File: src/rtl/axi_bridge_pkg.sv
package axi_bridge_pkg;

    // widths fixed by the 32-bit AXI bus
    typedef logic [31:0]  addr_t;
    typedef logic [31:0]  data_t;
    typedef logic [127:0] line_t;     // four beats, low word first
    typedef logic [3:0]   strb_t;
    typedef logic [7:0]   axi_len_t;
    typedef logic [3:0]   axi_id_t;
    typedef logic [2:0]   axi_size_t;
    typedef logic [2:0]   req_type_t;

    // cache request types
    localparam req_type_t REQ_WORD = 3'd0;
    localparam req_type_t REQ_LINE = 3'd4;

    localparam axi_len_t  LINE_LEN   = 8'd3;   // four beats
    localparam axi_size_t BEAT_SIZE  = 3'd2;   // four bytes per beat
    localparam logic [1:0] BURST_INCR = 2'b01;

    // read ids, low bit picks the cache on return
    localparam axi_id_t ID_INST = 4'd0;
    localparam axi_id_t ID_DATA = 4'd1;

    typedef struct packed {
        logic     src;    // 0 inst, 1 data
        addr_t    addr;
        axi_len_t len;
    } rd_req_t;

    typedef enum logic [1:0] {
        W_IDLE,
        W_ADDR,
        W_DATA,
        W_RESP
    } wr_state_t;

    typedef enum logic {
        AR_IDLE,
        AR_WAIT
    } ar_state_t;

endpackage
File: src/rtl/axi_cache_bridge.sv
`timescale 1ns/1ns

module axi_cache_bridge (
    input  logic                      aclk,
    input  logic                      aresetn,
    // instruction cache
    input  logic                      ic_rd_req_i,
    input  axi_bridge_pkg::req_type_t ic_rd_type_i,
    input  axi_bridge_pkg::addr_t     ic_addr_i,
    output logic                      ic_rd_rdy_o,
    output logic                      ic_ret_valid_o,
    output logic                      ic_ret_last_o,
    output axi_bridge_pkg::data_t     ic_data_o,
    // data cache
    input  logic                      dc_rd_req_i,
    input  axi_bridge_pkg::req_type_t dc_rd_type_i,
    input  axi_bridge_pkg::addr_t     dc_addr_i,
    output logic                      dc_rd_rdy_o,
    output logic                      dc_ret_valid_o,
    output logic                      dc_ret_last_o,
    output axi_bridge_pkg::data_t     dc_data_o,
    input  logic                      dc_wr_req_i,
    input  axi_bridge_pkg::req_type_t dc_wr_type_i,
    input  axi_bridge_pkg::addr_t     dc_wr_addr_i,
    input  axi_bridge_pkg::strb_t     dc_wr_strb_i,
    input  axi_bridge_pkg::line_t     dc_wr_line_i,
    output logic                      dc_wr_rdy_o,
    // AXI
    output logic                      arvalid_o,
    input  logic                      arready_i,
    output axi_bridge_pkg::axi_id_t   arid_o,
    output axi_bridge_pkg::addr_t     araddr_o,
    output axi_bridge_pkg::axi_len_t  arlen_o,
    output axi_bridge_pkg::axi_size_t arsize_o,
    output logic [1:0]                arburst_o,
    input  logic                      rvalid_i,
    output logic                      rready_o,
    input  axi_bridge_pkg::axi_id_t   rid_i,
    input  axi_bridge_pkg::data_t     rdata_i,
    input  logic                      rlast_i,
    output logic                      awvalid_o,
    input  logic                      awready_i,
    output axi_bridge_pkg::addr_t     awaddr_o,
    output axi_bridge_pkg::axi_len_t  awlen_o,
    output axi_bridge_pkg::axi_size_t awsize_o,
    output logic [1:0]                awburst_o,
    output logic                      wvalid_o,
    input  logic                      wready_i,
    output axi_bridge_pkg::data_t     wdata_o,
    output axi_bridge_pkg::strb_t     wstrb_o,
    output logic                      wlast_o,
    input  logic                      bvalid_i,
    output logic                      bready_o
);

    logic                    grant;
    axi_bridge_pkg::rd_req_t grant_req;
    logic                    ar_busy;
    logic                    wr_block;
    logic                    inst_busy;
    logic                    data_busy;
    logic                    inst_done;
    logic                    data_done;

    read_arbiter u_read_arbiter (
        .aclk         (aclk),
        .aresetn      (aresetn),
        .ic_rd_req_i  (ic_rd_req_i),
        .ic_rd_type_i (ic_rd_type_i),
        .ic_addr_i    (ic_addr_i),
        .dc_rd_req_i  (dc_rd_req_i),
        .dc_rd_type_i (dc_rd_type_i),
        .dc_addr_i    (dc_addr_i),
        .wr_block_i   (wr_block),
        .ar_busy_i    (ar_busy),
        .inst_done_i  (inst_done),
        .data_done_i  (data_done),
        .ic_rd_rdy_o  (ic_rd_rdy_o),
        .dc_rd_rdy_o  (dc_rd_rdy_o),
        .inst_busy_o  (inst_busy),
        .data_busy_o  (data_busy),
        .grant_o      (grant),
        .grant_req_o  (grant_req)
    );

    ar_issue u_ar_issue (
        .aclk        (aclk),
        .aresetn     (aresetn),
        .grant_i     (grant),
        .grant_req_i (grant_req),
        .arready_i   (arready_i),
        .ar_busy_o   (ar_busy),
        .arvalid_o   (arvalid_o),
        .arid_o      (arid_o),
        .araddr_o    (araddr_o),
        .arlen_o     (arlen_o)
    );

    r_return u_r_return (
        .inst_busy_i    (inst_busy),
        .data_busy_i    (data_busy),
        .rvalid_i       (rvalid_i),
        .rid_i          (rid_i),
        .rdata_i        (rdata_i),
        .rlast_i        (rlast_i),
        .rready_o       (rready_o),
        .ic_ret_valid_o (ic_ret_valid_o),
        .ic_ret_last_o  (ic_ret_last_o),
        .ic_data_o      (ic_data_o),
        .dc_ret_valid_o (dc_ret_valid_o),
        .dc_ret_last_o  (dc_ret_last_o),
        .dc_data_o      (dc_data_o),
        .inst_done_o    (inst_done),
        .data_done_o    (data_done)
    );

    write_channel u_write_channel (
        .aclk       (aclk),
        .aresetn    (aresetn),
        .wr_req_i   (dc_wr_req_i),
        .wr_type_i  (dc_wr_type_i),
        .wr_addr_i  (dc_wr_addr_i),
        .wr_strb_i  (dc_wr_strb_i),
        .wr_line_i  (dc_wr_line_i),
        .awready_i  (awready_i),
        .wready_i   (wready_i),
        .bvalid_i   (bvalid_i),
        .wr_rdy_o   (dc_wr_rdy_o),
        .wr_block_o (wr_block),
        .awvalid_o  (awvalid_o),
        .awaddr_o   (awaddr_o),
        .awlen_o    (awlen_o),
        .wvalid_o   (wvalid_o),
        .wdata_o    (wdata_o),
        .wstrb_o    (wstrb_o),
        .wlast_o    (wlast_o),
        .bready_o   (bready_o)
    );

    // every beat is a full 32-bit word, incrementing
    assign arsize_o  = axi_bridge_pkg::BEAT_SIZE;
    assign awsize_o  = axi_bridge_pkg::BEAT_SIZE;
    assign arburst_o = axi_bridge_pkg::BURST_INCR;
    assign awburst_o = axi_bridge_pkg::BURST_INCR;

endmodule

File: src/rtl/write_channel.sv
`timescale 1ns/1ns

module write_channel (
    input  logic                      aclk,
    input  logic                      aresetn,
    input  logic                      wr_req_i,
    input  axi_bridge_pkg::req_type_t wr_type_i,
    input  axi_bridge_pkg::addr_t     wr_addr_i,
    input  axi_bridge_pkg::strb_t     wr_strb_i,
    input  axi_bridge_pkg::line_t     wr_line_i,
    input  logic                      awready_i,
    input  logic                      wready_i,
    input  logic                      bvalid_i,
    output logic                      wr_rdy_o,
    output logic                      wr_block_o,
    output logic                      awvalid_o,
    output axi_bridge_pkg::addr_t     awaddr_o,
    output axi_bridge_pkg::axi_len_t  awlen_o,
    output logic                      wvalid_o,
    output axi_bridge_pkg::data_t     wdata_o,
    output axi_bridge_pkg::strb_t     wstrb_o,
    output logic                      wlast_o,
    output logic                      bready_o
);

    axi_bridge_pkg::wr_state_t state;
    axi_bridge_pkg::axi_len_t  beat_cnt;

    // latched request
    axi_bridge_pkg::addr_t     addr_q;
    axi_bridge_pkg::axi_len_t  len_q;
    axi_bridge_pkg::strb_t     strb_q;
    axi_bridge_pkg::line_t     line_q;

    logic accept;
    logic w_fire;

    assign accept = (state == axi_bridge_pkg::W_IDLE) && wr_req_i;
    assign w_fire = (state == axi_bridge_pkg::W_DATA) && wready_i;

    always_ff @(posedge aclk) begin
        if (!aresetn) begin
            state    <= axi_bridge_pkg::W_IDLE;
            beat_cnt <= '0;
        end else begin
            case (state)
                axi_bridge_pkg::W_IDLE: begin
                    if (wr_req_i) begin
                        state <= axi_bridge_pkg::W_ADDR;
                    end
                end
                axi_bridge_pkg::W_ADDR: begin
                    if (awready_i) begin
                        state    <= axi_bridge_pkg::W_DATA;
                        beat_cnt <= '0;
                    end
                end
                axi_bridge_pkg::W_DATA: begin
                    if (wready_i) begin
                        if (beat_cnt == len_q) begin
                            state <= axi_bridge_pkg::W_RESP;
                        end else begin
                            beat_cnt <= beat_cnt + 8'd1;
                        end
                    end
                end
                axi_bridge_pkg::W_RESP: begin
                    if (bvalid_i) begin
                        state <= axi_bridge_pkg::W_IDLE;
                    end
                end
                default: state <= axi_bridge_pkg::W_IDLE;
            endcase
        end
    end

    always_ff @(posedge aclk) begin
        if (accept) begin
            addr_q <= wr_addr_i;
            strb_q <= wr_strb_i;
            line_q <= wr_line_i;
            if (wr_type_i == axi_bridge_pkg::REQ_LINE) begin
                len_q <= axi_bridge_pkg::LINE_LEN;
            end else begin
                len_q <= '0;
            end
        end else if (w_fire) begin
            line_q <= {32'd0, line_q[127:32]};   // next beat down to the low word
        end
    end

    assign wr_rdy_o   = (state == axi_bridge_pkg::W_IDLE);
    assign wr_block_o = (state != axi_bridge_pkg::W_IDLE) || wr_req_i;

    assign awvalid_o = (state == axi_bridge_pkg::W_ADDR);
    assign awaddr_o  = addr_q;
    assign awlen_o   = len_q;

    assign wvalid_o = (state == axi_bridge_pkg::W_DATA);
    assign wdata_o  = line_q[31:0];
    assign wstrb_o  = strb_q;
    assign wlast_o  = wvalid_o && (beat_cnt == len_q);

    // held from the AW handshake until the response
    assign bready_o = (state == axi_bridge_pkg::W_DATA) || (state == axi_bridge_pkg::W_RESP);

endmodule

File: src/rtl/r_return.sv
`timescale 1ns/1ns

module r_return (
    input  logic                    inst_busy_i,
    input  logic                    data_busy_i,
    input  logic                    rvalid_i,
    input  axi_bridge_pkg::axi_id_t rid_i,
    input  axi_bridge_pkg::data_t   rdata_i,
    input  logic                    rlast_i,
    output logic                    rready_o,
    output logic                    ic_ret_valid_o,
    output logic                    ic_ret_last_o,
    output axi_bridge_pkg::data_t   ic_data_o,
    output logic                    dc_ret_valid_o,
    output logic                    dc_ret_last_o,
    output axi_bridge_pkg::data_t   dc_data_o,
    output logic                    inst_done_o,
    output logic                    data_done_o
);

    logic ic_hit;
    logic dc_hit;

    // accept beats only while some read is outstanding
    assign rready_o = inst_busy_i || data_busy_i;

    // low id bit selects the cache
    assign ic_hit = rvalid_i && inst_busy_i && (rid_i[0] == axi_bridge_pkg::ID_INST[0]);
    assign dc_hit = rvalid_i && data_busy_i && (rid_i[0] == axi_bridge_pkg::ID_DATA[0]);

    assign ic_ret_valid_o = ic_hit;
    assign ic_ret_last_o  = ic_hit && rlast_i;
    assign ic_data_o      = ic_hit ? rdata_i : '0;

    assign dc_ret_valid_o = dc_hit;
    assign dc_ret_last_o  = dc_hit && rlast_i;
    assign dc_data_o      = dc_hit ? rdata_i : '0;

    assign inst_done_o = ic_hit && rlast_i;   // clears busy in the arbiter
    assign data_done_o = dc_hit && rlast_i;

endmodule

File: src/rtl/ar_issue.sv
`timescale 1ns/1ns

module ar_issue (
    input  logic                      aclk,
    input  logic                      aresetn,
    input  logic                      grant_i,
    input  axi_bridge_pkg::rd_req_t   grant_req_i,
    input  logic                      arready_i,
    output logic                      ar_busy_o,
    output logic                      arvalid_o,
    output axi_bridge_pkg::axi_id_t   arid_o,
    output axi_bridge_pkg::addr_t     araddr_o,
    output axi_bridge_pkg::axi_len_t  arlen_o
);

    axi_bridge_pkg::ar_state_t state;
    axi_bridge_pkg::rd_req_t   req_q;

    always_ff @(posedge aclk) begin
        if (!aresetn) begin
            state <= axi_bridge_pkg::AR_IDLE;
        end else begin
            case (state)
                axi_bridge_pkg::AR_IDLE: begin
                    if (grant_i) begin
                        state <= axi_bridge_pkg::AR_WAIT;
                    end
                end
                axi_bridge_pkg::AR_WAIT: begin
                    if (arready_i) begin
                        state <= axi_bridge_pkg::AR_IDLE;
                    end
                end
                default: state <= axi_bridge_pkg::AR_IDLE;
            endcase
        end
    end

    // payload held stable while waiting on arready
    always_ff @(posedge aclk) begin
        if (state == axi_bridge_pkg::AR_IDLE && grant_i) begin
            req_q <= grant_req_i;
        end
    end

    assign ar_busy_o = (state == axi_bridge_pkg::AR_WAIT);
    assign arvalid_o = (state == axi_bridge_pkg::AR_WAIT);

    assign arid_o   = req_q.src ? axi_bridge_pkg::ID_DATA : axi_bridge_pkg::ID_INST;
    assign araddr_o = req_q.addr;
    assign arlen_o  = req_q.len;

endmodule

File: src/rtl/read_arbiter.sv
`timescale 1ns/1ns

module read_arbiter (
    input  logic                      aclk,
    input  logic                      aresetn,
    input  logic                      ic_rd_req_i,
    input  axi_bridge_pkg::req_type_t ic_rd_type_i,
    input  axi_bridge_pkg::addr_t     ic_addr_i,
    input  logic                      dc_rd_req_i,
    input  axi_bridge_pkg::req_type_t dc_rd_type_i,
    input  axi_bridge_pkg::addr_t     dc_addr_i,
    input  logic                      wr_block_i,
    input  logic                      ar_busy_i,
    input  logic                      inst_done_i,
    input  logic                      data_done_i,
    output logic                      ic_rd_rdy_o,
    output logic                      dc_rd_rdy_o,
    output logic                      inst_busy_o,
    output logic                      data_busy_o,
    output logic                      grant_o,
    output axi_bridge_pkg::rd_req_t   grant_req_o
);

    logic inst_busy;
    logic data_busy;
    logic ic_go;
    logic dc_go;

    function automatic axi_bridge_pkg::axi_len_t burst_len(axi_bridge_pkg::req_type_t t);
        if (t == axi_bridge_pkg::REQ_LINE) begin
            return axi_bridge_pkg::LINE_LEN;
        end
        return '0;
    endfunction

    // no new read while a write is pending or AR is occupied
    assign ic_go = ic_rd_req_i && !inst_busy && !wr_block_i && !ar_busy_i;
    assign dc_go = dc_rd_req_i && !data_busy && !wr_block_i && !ar_busy_i;

    assign grant_o = ic_go || dc_go;

    always_comb begin
        if (ic_go) begin                  // instruction fetch wins ties
            grant_req_o.src  = 1'b0;
            grant_req_o.addr = ic_addr_i;
            grant_req_o.len  = burst_len(ic_rd_type_i);
        end else begin
            grant_req_o.src  = 1'b1;
            grant_req_o.addr = dc_addr_i;
            grant_req_o.len  = burst_len(dc_rd_type_i);
        end
    end

    always_ff @(posedge aclk) begin
        if (!aresetn) begin
            inst_busy <= 1'b0;
            data_busy <= 1'b0;
        end else begin
            if (ic_go) begin
                inst_busy <= 1'b1;
            end else if (inst_done_i) begin
                inst_busy <= 1'b0;
            end

            if (dc_go && !ic_go) begin
                data_busy <= 1'b1;
            end else if (data_done_i) begin
                data_busy <= 1'b0;
            end
        end
    end

    assign ic_rd_rdy_o = !inst_busy;
    assign dc_rd_rdy_o = !data_busy;
    assign inst_busy_o = inst_busy;
    assign data_busy_o = data_busy;

endmodule

File: config.mk
export PLATFORM = sky130hd
export DESIGN_NAME = axi_cache_bridge
export DESIGN_NICKNAME = d
export VERILOG_FILES = /design/src/rtl/axi_bridge_pkg.sv /design/src/rtl/axi_cache_bridge.sv /design/src/rtl/write_channel.sv /design/src/rtl/r_return.sv /design/src/rtl/ar_issue.sv /design/src/rtl/read_arbiter.sv
export SDC_FILE = /design/constraint.sdc
export NUM_CORES = 1
export LEC_CHECK = 0
export BUFFER_PORTS_ARGS = -buffer_cell sky130_fd_sc_hd__buf_4
export CORE_AREA = 5 5 188 190
export DETAILED_ROUTE_END_ITERATION = 10
export DIE_AREA = 0 0 193 195
export PLACE_DENSITY_LB_ADDON = 0.1
export SYNTH_ARGS = -nofsm -noshare
export SYNTH_HDL_FRONTEND = slang
export SYNTH_SLANG_ARGS = --single-unit
File: constraint.sdc
create_clock -name aclk -period 10 [get_ports aclk]
set_input_delay 0.5 -clock aclk [delete_from_list [all_inputs] [get_ports aclk]]
set_output_delay 0.5 -clock aclk [all_outputs]
set_load 0.02 [all_outputs]
* Yosys cells after proc, flatten, opt, wreduce, memory -nomap -nowiden *
Cells that the tools add are included.

word-level totals
  output and inout port bits = 207
  input port bits = 284
  word-level logic and storage cells = 94
  register bits = 226

operators by class
  bitwise gates (word level) = 2
  $add $sub $neg = 1
  equal/unequal tests = 13
  multiplexer cells = 32
  reductions and logical operators = 34

operator list
  operator                                             count
  2-to-1 mux 128 bit                                   2
  2-to-1 mux 32 bit                                    2
  2-to-1 mux 8 bit                                     7
  2-to-1 mux 41 bit                                    1
  logical AND 1 bit                                    17
  one-hot mux 8 bit (2 select lines)                   1
  2-to-1 mux 2 bit                                     6
  2-to-1 mux 1 bit                                     11
  != test 2 bit, second input constant                 5
  nonzero test 2 bit                                   5
  equality test 3 bit, second input constant           3
  adder 8 x 1 -> 8 bit, second input constant          1
  equality test 8 bit                                  1
  one-hot mux 2 bit (4 select lines)                   1
  logical NOT 1 bit                                    5
  AND reduction 5 bit                                  1
  equality test 2 bit, second input constant           2
  logical OR 1 bit                                     4
  AND reduction 4 bit                                  1
  equality test 2 x 1 -> 1 bit, second input constant  1
  logical NOT 2 bit                                    1
  != test 2 x 1 -> 1 bit, second input constant        1
  NOT 1 bit                                            2
  one-hot mux 1 bit (2 select lines)                   1

* Logic depth before layout (Yosys ltp) *
  depth in word-level cells = 8
  depth in mapped cells = 8
  gate-level depth less buffers = 6

* Hierarchy *
Synthesis repeated with hierarchy kept, for this count alone.

second synthesis, totals
  cells, all modules = 649
  area, all modules = 10,267.3 sq um

by module, submodules not included
  module            area each (sq um)  sequential area each (sq um)  times used  cells each
  write_channel     7,372.1            5,154.9                       1           436
  ar_issue          1,305.0            1,251.2                       1           50
  r_return          780.7              0.0                           1           91
  read_arbiter      726.9              40.0                          1           60
  axi_cache_bridge  82.6               0.0                           1           12

* Least setup slack after synthesis *
Ideal clock, no wire load.

  path kind = flip-flop to flip-flop
  start point = register u_write_channel.state[0]
  end point = register u_write_channel.line_q[0] (enable)
  cell stages (with the launch flop) = 7
  period minus slack after synthesis = 5.622 ns
  data required time = 9.514 ns
  buffers on the path = 2
  setup slack = 4.378 ns
  data arrival time = 5.136 ns
  setup time = 0.486 ns
  cells stage by stage = dfxtp_1 inv_1 ha_1 and2_1 clkbuf_1 clkbuf_1 a21o_1

on the way
  cells in the longest elaborated chain, start to end = 3
  elaborated cells on any way between the ends = 5
  those cells by class = eq/ne (1); reduce/logical (4)

ends and longest elaborated chain
  element                              line                    text
  start, declared                      write_channel.sv:26     axi_bridge_pkg::wr_state_t state;
  start signal, assigned               write_channel.sv:43     state <= axi_bridge_pkg::W_IDLE;
  start signal, assigned               write_channel.sv:49     state <= axi_bridge_pkg::W_ADDR;
  start signal, assigned               write_channel.sv:54     state <= axi_bridge_pkg::W_DATA;
  logical NOT 2 bit                    n/a
  net dc_wr_rdy_o                      axi_cache_bridge.sv:27  output logic dc_wr_rdy_o,
  logical AND 1 bit                    write_channel.sv:38     assign accept = (state == axi_bridge_pkg::W_IDLE) && wr_req_i;
  net u_write_channel.accept           write_channel.sv:35     logic accept;
  nonzero test 2 bit (no source line)  n/a
  end signal, assigned                 write_channel.sv:81     line_q <= wr_line_i;
  end signal, assigned                 write_channel.sv:88     line_q <= {32'd0, line_q[127:32]};
  end, declared                        write_channel.sv:33     axi_bridge_pkg::line_t line_q;

The timed path passes the listed nets, and every way through them passes these cells.
A chain may end at the register's enable or synchronous reset.

* Final worst setup path *
  start point = register u_write_channel.state[0]
  end point = register u_write_channel.line_q[11] (enable)

on the way
  cells in the longest elaborated chain, start to end = 3
  elaborated cells on any way between the ends = 5
  those cells by class = eq/ne (1); reduce/logical (4)

ends and longest elaborated chain
  element                                                   line
  equality test 2 bit or logical NOT 2 bit (tied branches)  write_channel.sv:39, write_channel.sv:38
  logical AND 1 bit, on equally long branches               write_channel.sv:39, write_channel.sv:38
  nonzero test 2 bit (no source line) (*)                   n/a

Mark *: on every way between the ends. The rest lies on a longest branch, timed or not.

==> results.toml <==
[final_layout]
final_cell_area_um2 = 13800
area_growth_pct = 45.5
fillerInstances = 3218
instances_no_fill = 1521
fin_nets = 1342
drive_gt1_share_pct = 59.4

[cts]
clockBufferDepth = 3
numCtsBuffers = 25
clk_latency_ns = 0.51
cts_tree = "built"
cts_sinks = 212
clk_pin_slew_ns = 0.06
h-tree-depth = 1
ctsHoldBuffers = 0
postCtsSetupRepairBufs = 0
cts-root-buf = "clkbuf_16"
postCtsResizedCells = 0

[placed_design]
dp_hpwl_um = 23100
place_congestion = 0.858
io_buffers = 462
place_area_um2 = 13100
placed_cells = 1473

[power_and_ir_drop]
peakVddDrop_v = 0.000128
power_per_cell_area_nw_per_um2 = 242
p_leak_uw = 0.00584

[timing]
holdWs_ns = 0.163
setup_viol = 0
maxSlewHeadroom_pct = 25.8
fmax_mhz = 299
fin_crit_sh_pct = 33.4
worst_pin_slew_ns = 1.11
fin_setup_tns_ns = 0
clock_skew_ns = 0.00802
min_period_ns = 3.34
rsz0062_at_grt = "false"
hold_viol_final = 0
drv_slew = 0

[setup_path]
worstReg2RegEnd = "u_write_channel.line_q[11]"
r2r-start = "u_write_channel.state[0]"
crit_type = "reg -> reg"
crit_arrival_ns = 3.47
endpoint_kind = "flop"
cp_max_fo = 83
cp_data_required_time_ns = 10.12
rr_worst_depth = 5
startpoint_type = "flop"
reg2reg_slack_ns = 6.66

[global_route]
grt_max_degree = 84
grt_pass1_wl_um = 43100
antenna_found_initial = 4
grt_usage_pct = 15.1
grt_pass1_vias = 6870
overflow = 0

[min_path]
hp-start = "dc_wr_addr_i[18]"
hp-class = "in -> reg"
whs_path_depth = 1
hold_end = "u_write_channel.awaddr_o[18]"

[yosys]
synth_most_common_cell = "edfxtp_1"
async_flop_share_pct = 0
synth-seq-cells = 212
synth_ff_type = "edfxtp_1"
synth_top_area_share_pct = 62.9
ys_seq_area_share_pct = 65.6
synth_edf_count = 199
yosysWarnings = 0
yosys-top-cells-count = "edfxtp_1, mux2_2, and2_1"
synth.distinct_cells = 42
syn_inst = 625
avgSynthCellArea_um2 = 15.2
syn-cell-area_um2 = 9500
yosys-top-cells-area = "edfxtp_1, mux2_2, buf_4"
yosysTopAreaCell = "edfxtp_1"

[die]
core_area_um2 = 33300
die_w_um = 193
initial_utilization_pct = 28.5
die_area_um2 = 37600
rows = 67
num_io_pins = 491
die_height_um = 195

[outcome]
status = "complete, no violations"

[route]
wl_per_cell_um = 20.1
vias = 6523
dr.pass1.iters = 5
routed_via_density = 4.29
drc_errors = 0
drt_wl_total_um = 30600
drtAntennaViolNets = 0
drtIter0Drc = 294

[flow_run]
cap_violations = 0
==> metrics by stage <==
stage          setup WS, ns  total power, uW  util [%]
2_1_floorplan          4.38             2200         -
3_3_place_gp           6.25             2550      39.3
3_5_place_dp           6.22             2550      39.3
4_1_cts                6.54             3400      41.5
5_1_grt                6.43             3520      41.5
6_report               6.66             3340      41.5
==> worst max-delay path by stage <==
stage	endpoint	slack (ns)	depth (start not counted)	from
after floorplan	u_write_channel.line_q[0]	4.38	6	u_write_channel.state[0]
after global placement	u_write_channel.line_q[101]	6.25	4	dc_wr_req_i
after detailed placement	u_write_channel.line_q[101]	6.22	4	dc_wr_req_i
after CTS	u_write_channel.line_q[105]	6.54	5	u_write_channel.state[0]
after global routing	u_write_channel.line_q[97]	6.43	5	u_write_channel.state[0]
final	u_write_channel.line_q[11]	6.66	5	u_write_channel.state[0]
==> critical path: stages (launching register included) <==
cell and delay, ns:
dfxtp_1 0.32, inv_1 0.12, ha_1 0.18, and2_4 0.72, a21o_4 0.54, buf_4 0.95
==> cell type report <==
type	instances	area (um^2)	area share, %
flip-flops and latches	212	6240	45.1
repair buffers	466	3500	25.3
multi-input cells	339	2760	19.9
clock buffers	30	644	4.66
well taps	448	561	4.06
clock inverters	14	86.3	0.625
inverters	8	30.0	0.217
diodes	4	10.0	0.0724
==> placed cells by master (no fill, tap or decap), types with 3 or more instances in the layout <==
master,Yosys,layout
clkinv_1,0,7
and3_1,33,33
diode_2,0,4
nand2b_1,5,5
or3_1,6,6
a31oi_1,3,3
clkbuf_16,0,25
mux2_2,128,128
edfxtp_1,199,199
nand3_1,5,5
conb_1,2,25
clkinv_2,0,6
o221a_1,3,3
nor2_1,5,5
o21ai_0,7,7
clkbuf_1,23,5
nor3b_1,3,3
a21oi_1,3,3
nor3_1,4,4
dfxtp_1,13,13
nand2_1,15,15
buf_4,59,466
inv_1,8,8
and2_1,67,66
ha_1,6,6
==> power by group <==
group / internal [uW] / leakage [uW] / switching, uW
logic: 467 / 0.00346 / 606
clock network: 480 / 0.000363 / 350
registers: 1380 / 0.00201 / 64.9
total: 2320 / 0.00584 / 1020
==> kinds of logic after synthesis <==
family	Yosys count	synth area share [%]
flip-flops	212	65.6
other	2	0.0790
AO/OA/AOI/OAI	27	2.25
buffers and inverters	97	6.37
adder cells (fa/ha/maj)	6	0.790
multiplexers	129	15.3
AND/OR/NAND/NOR	152	9.59
==> sequential cells by signal, indices dropped and copies added, names as in the netlist <==
register,count
u_ar_issue.ar_busy_o,1
u_ar_issue.araddr_o,32
u_ar_issue.arlen_o,1
u_ar_issue.req_q,1
u_read_arbiter.data_busy_o,1
u_read_arbiter.inst_busy_o,1
u_write_channel.awaddr_o,32
u_write_channel.awlen_o,1
u_write_channel.beat_cnt,8
u_write_channel.line_q,128
u_write_channel.state,2
u_write_channel.wstrb_o,4
==> layer usage <==
layer  part of all wire (%)  global-route usage (%)  vias to the layer above
li1                       -                       -                     3081
met1                     34                    16.1                     3088
met2                     53                    27.4                      308
met3                     10                    5.80                       44
met4                    2.6                    4.72                        2
met5                  0.043                       0                        -
No activity file was read; power rests on OpenSTA's default activity.
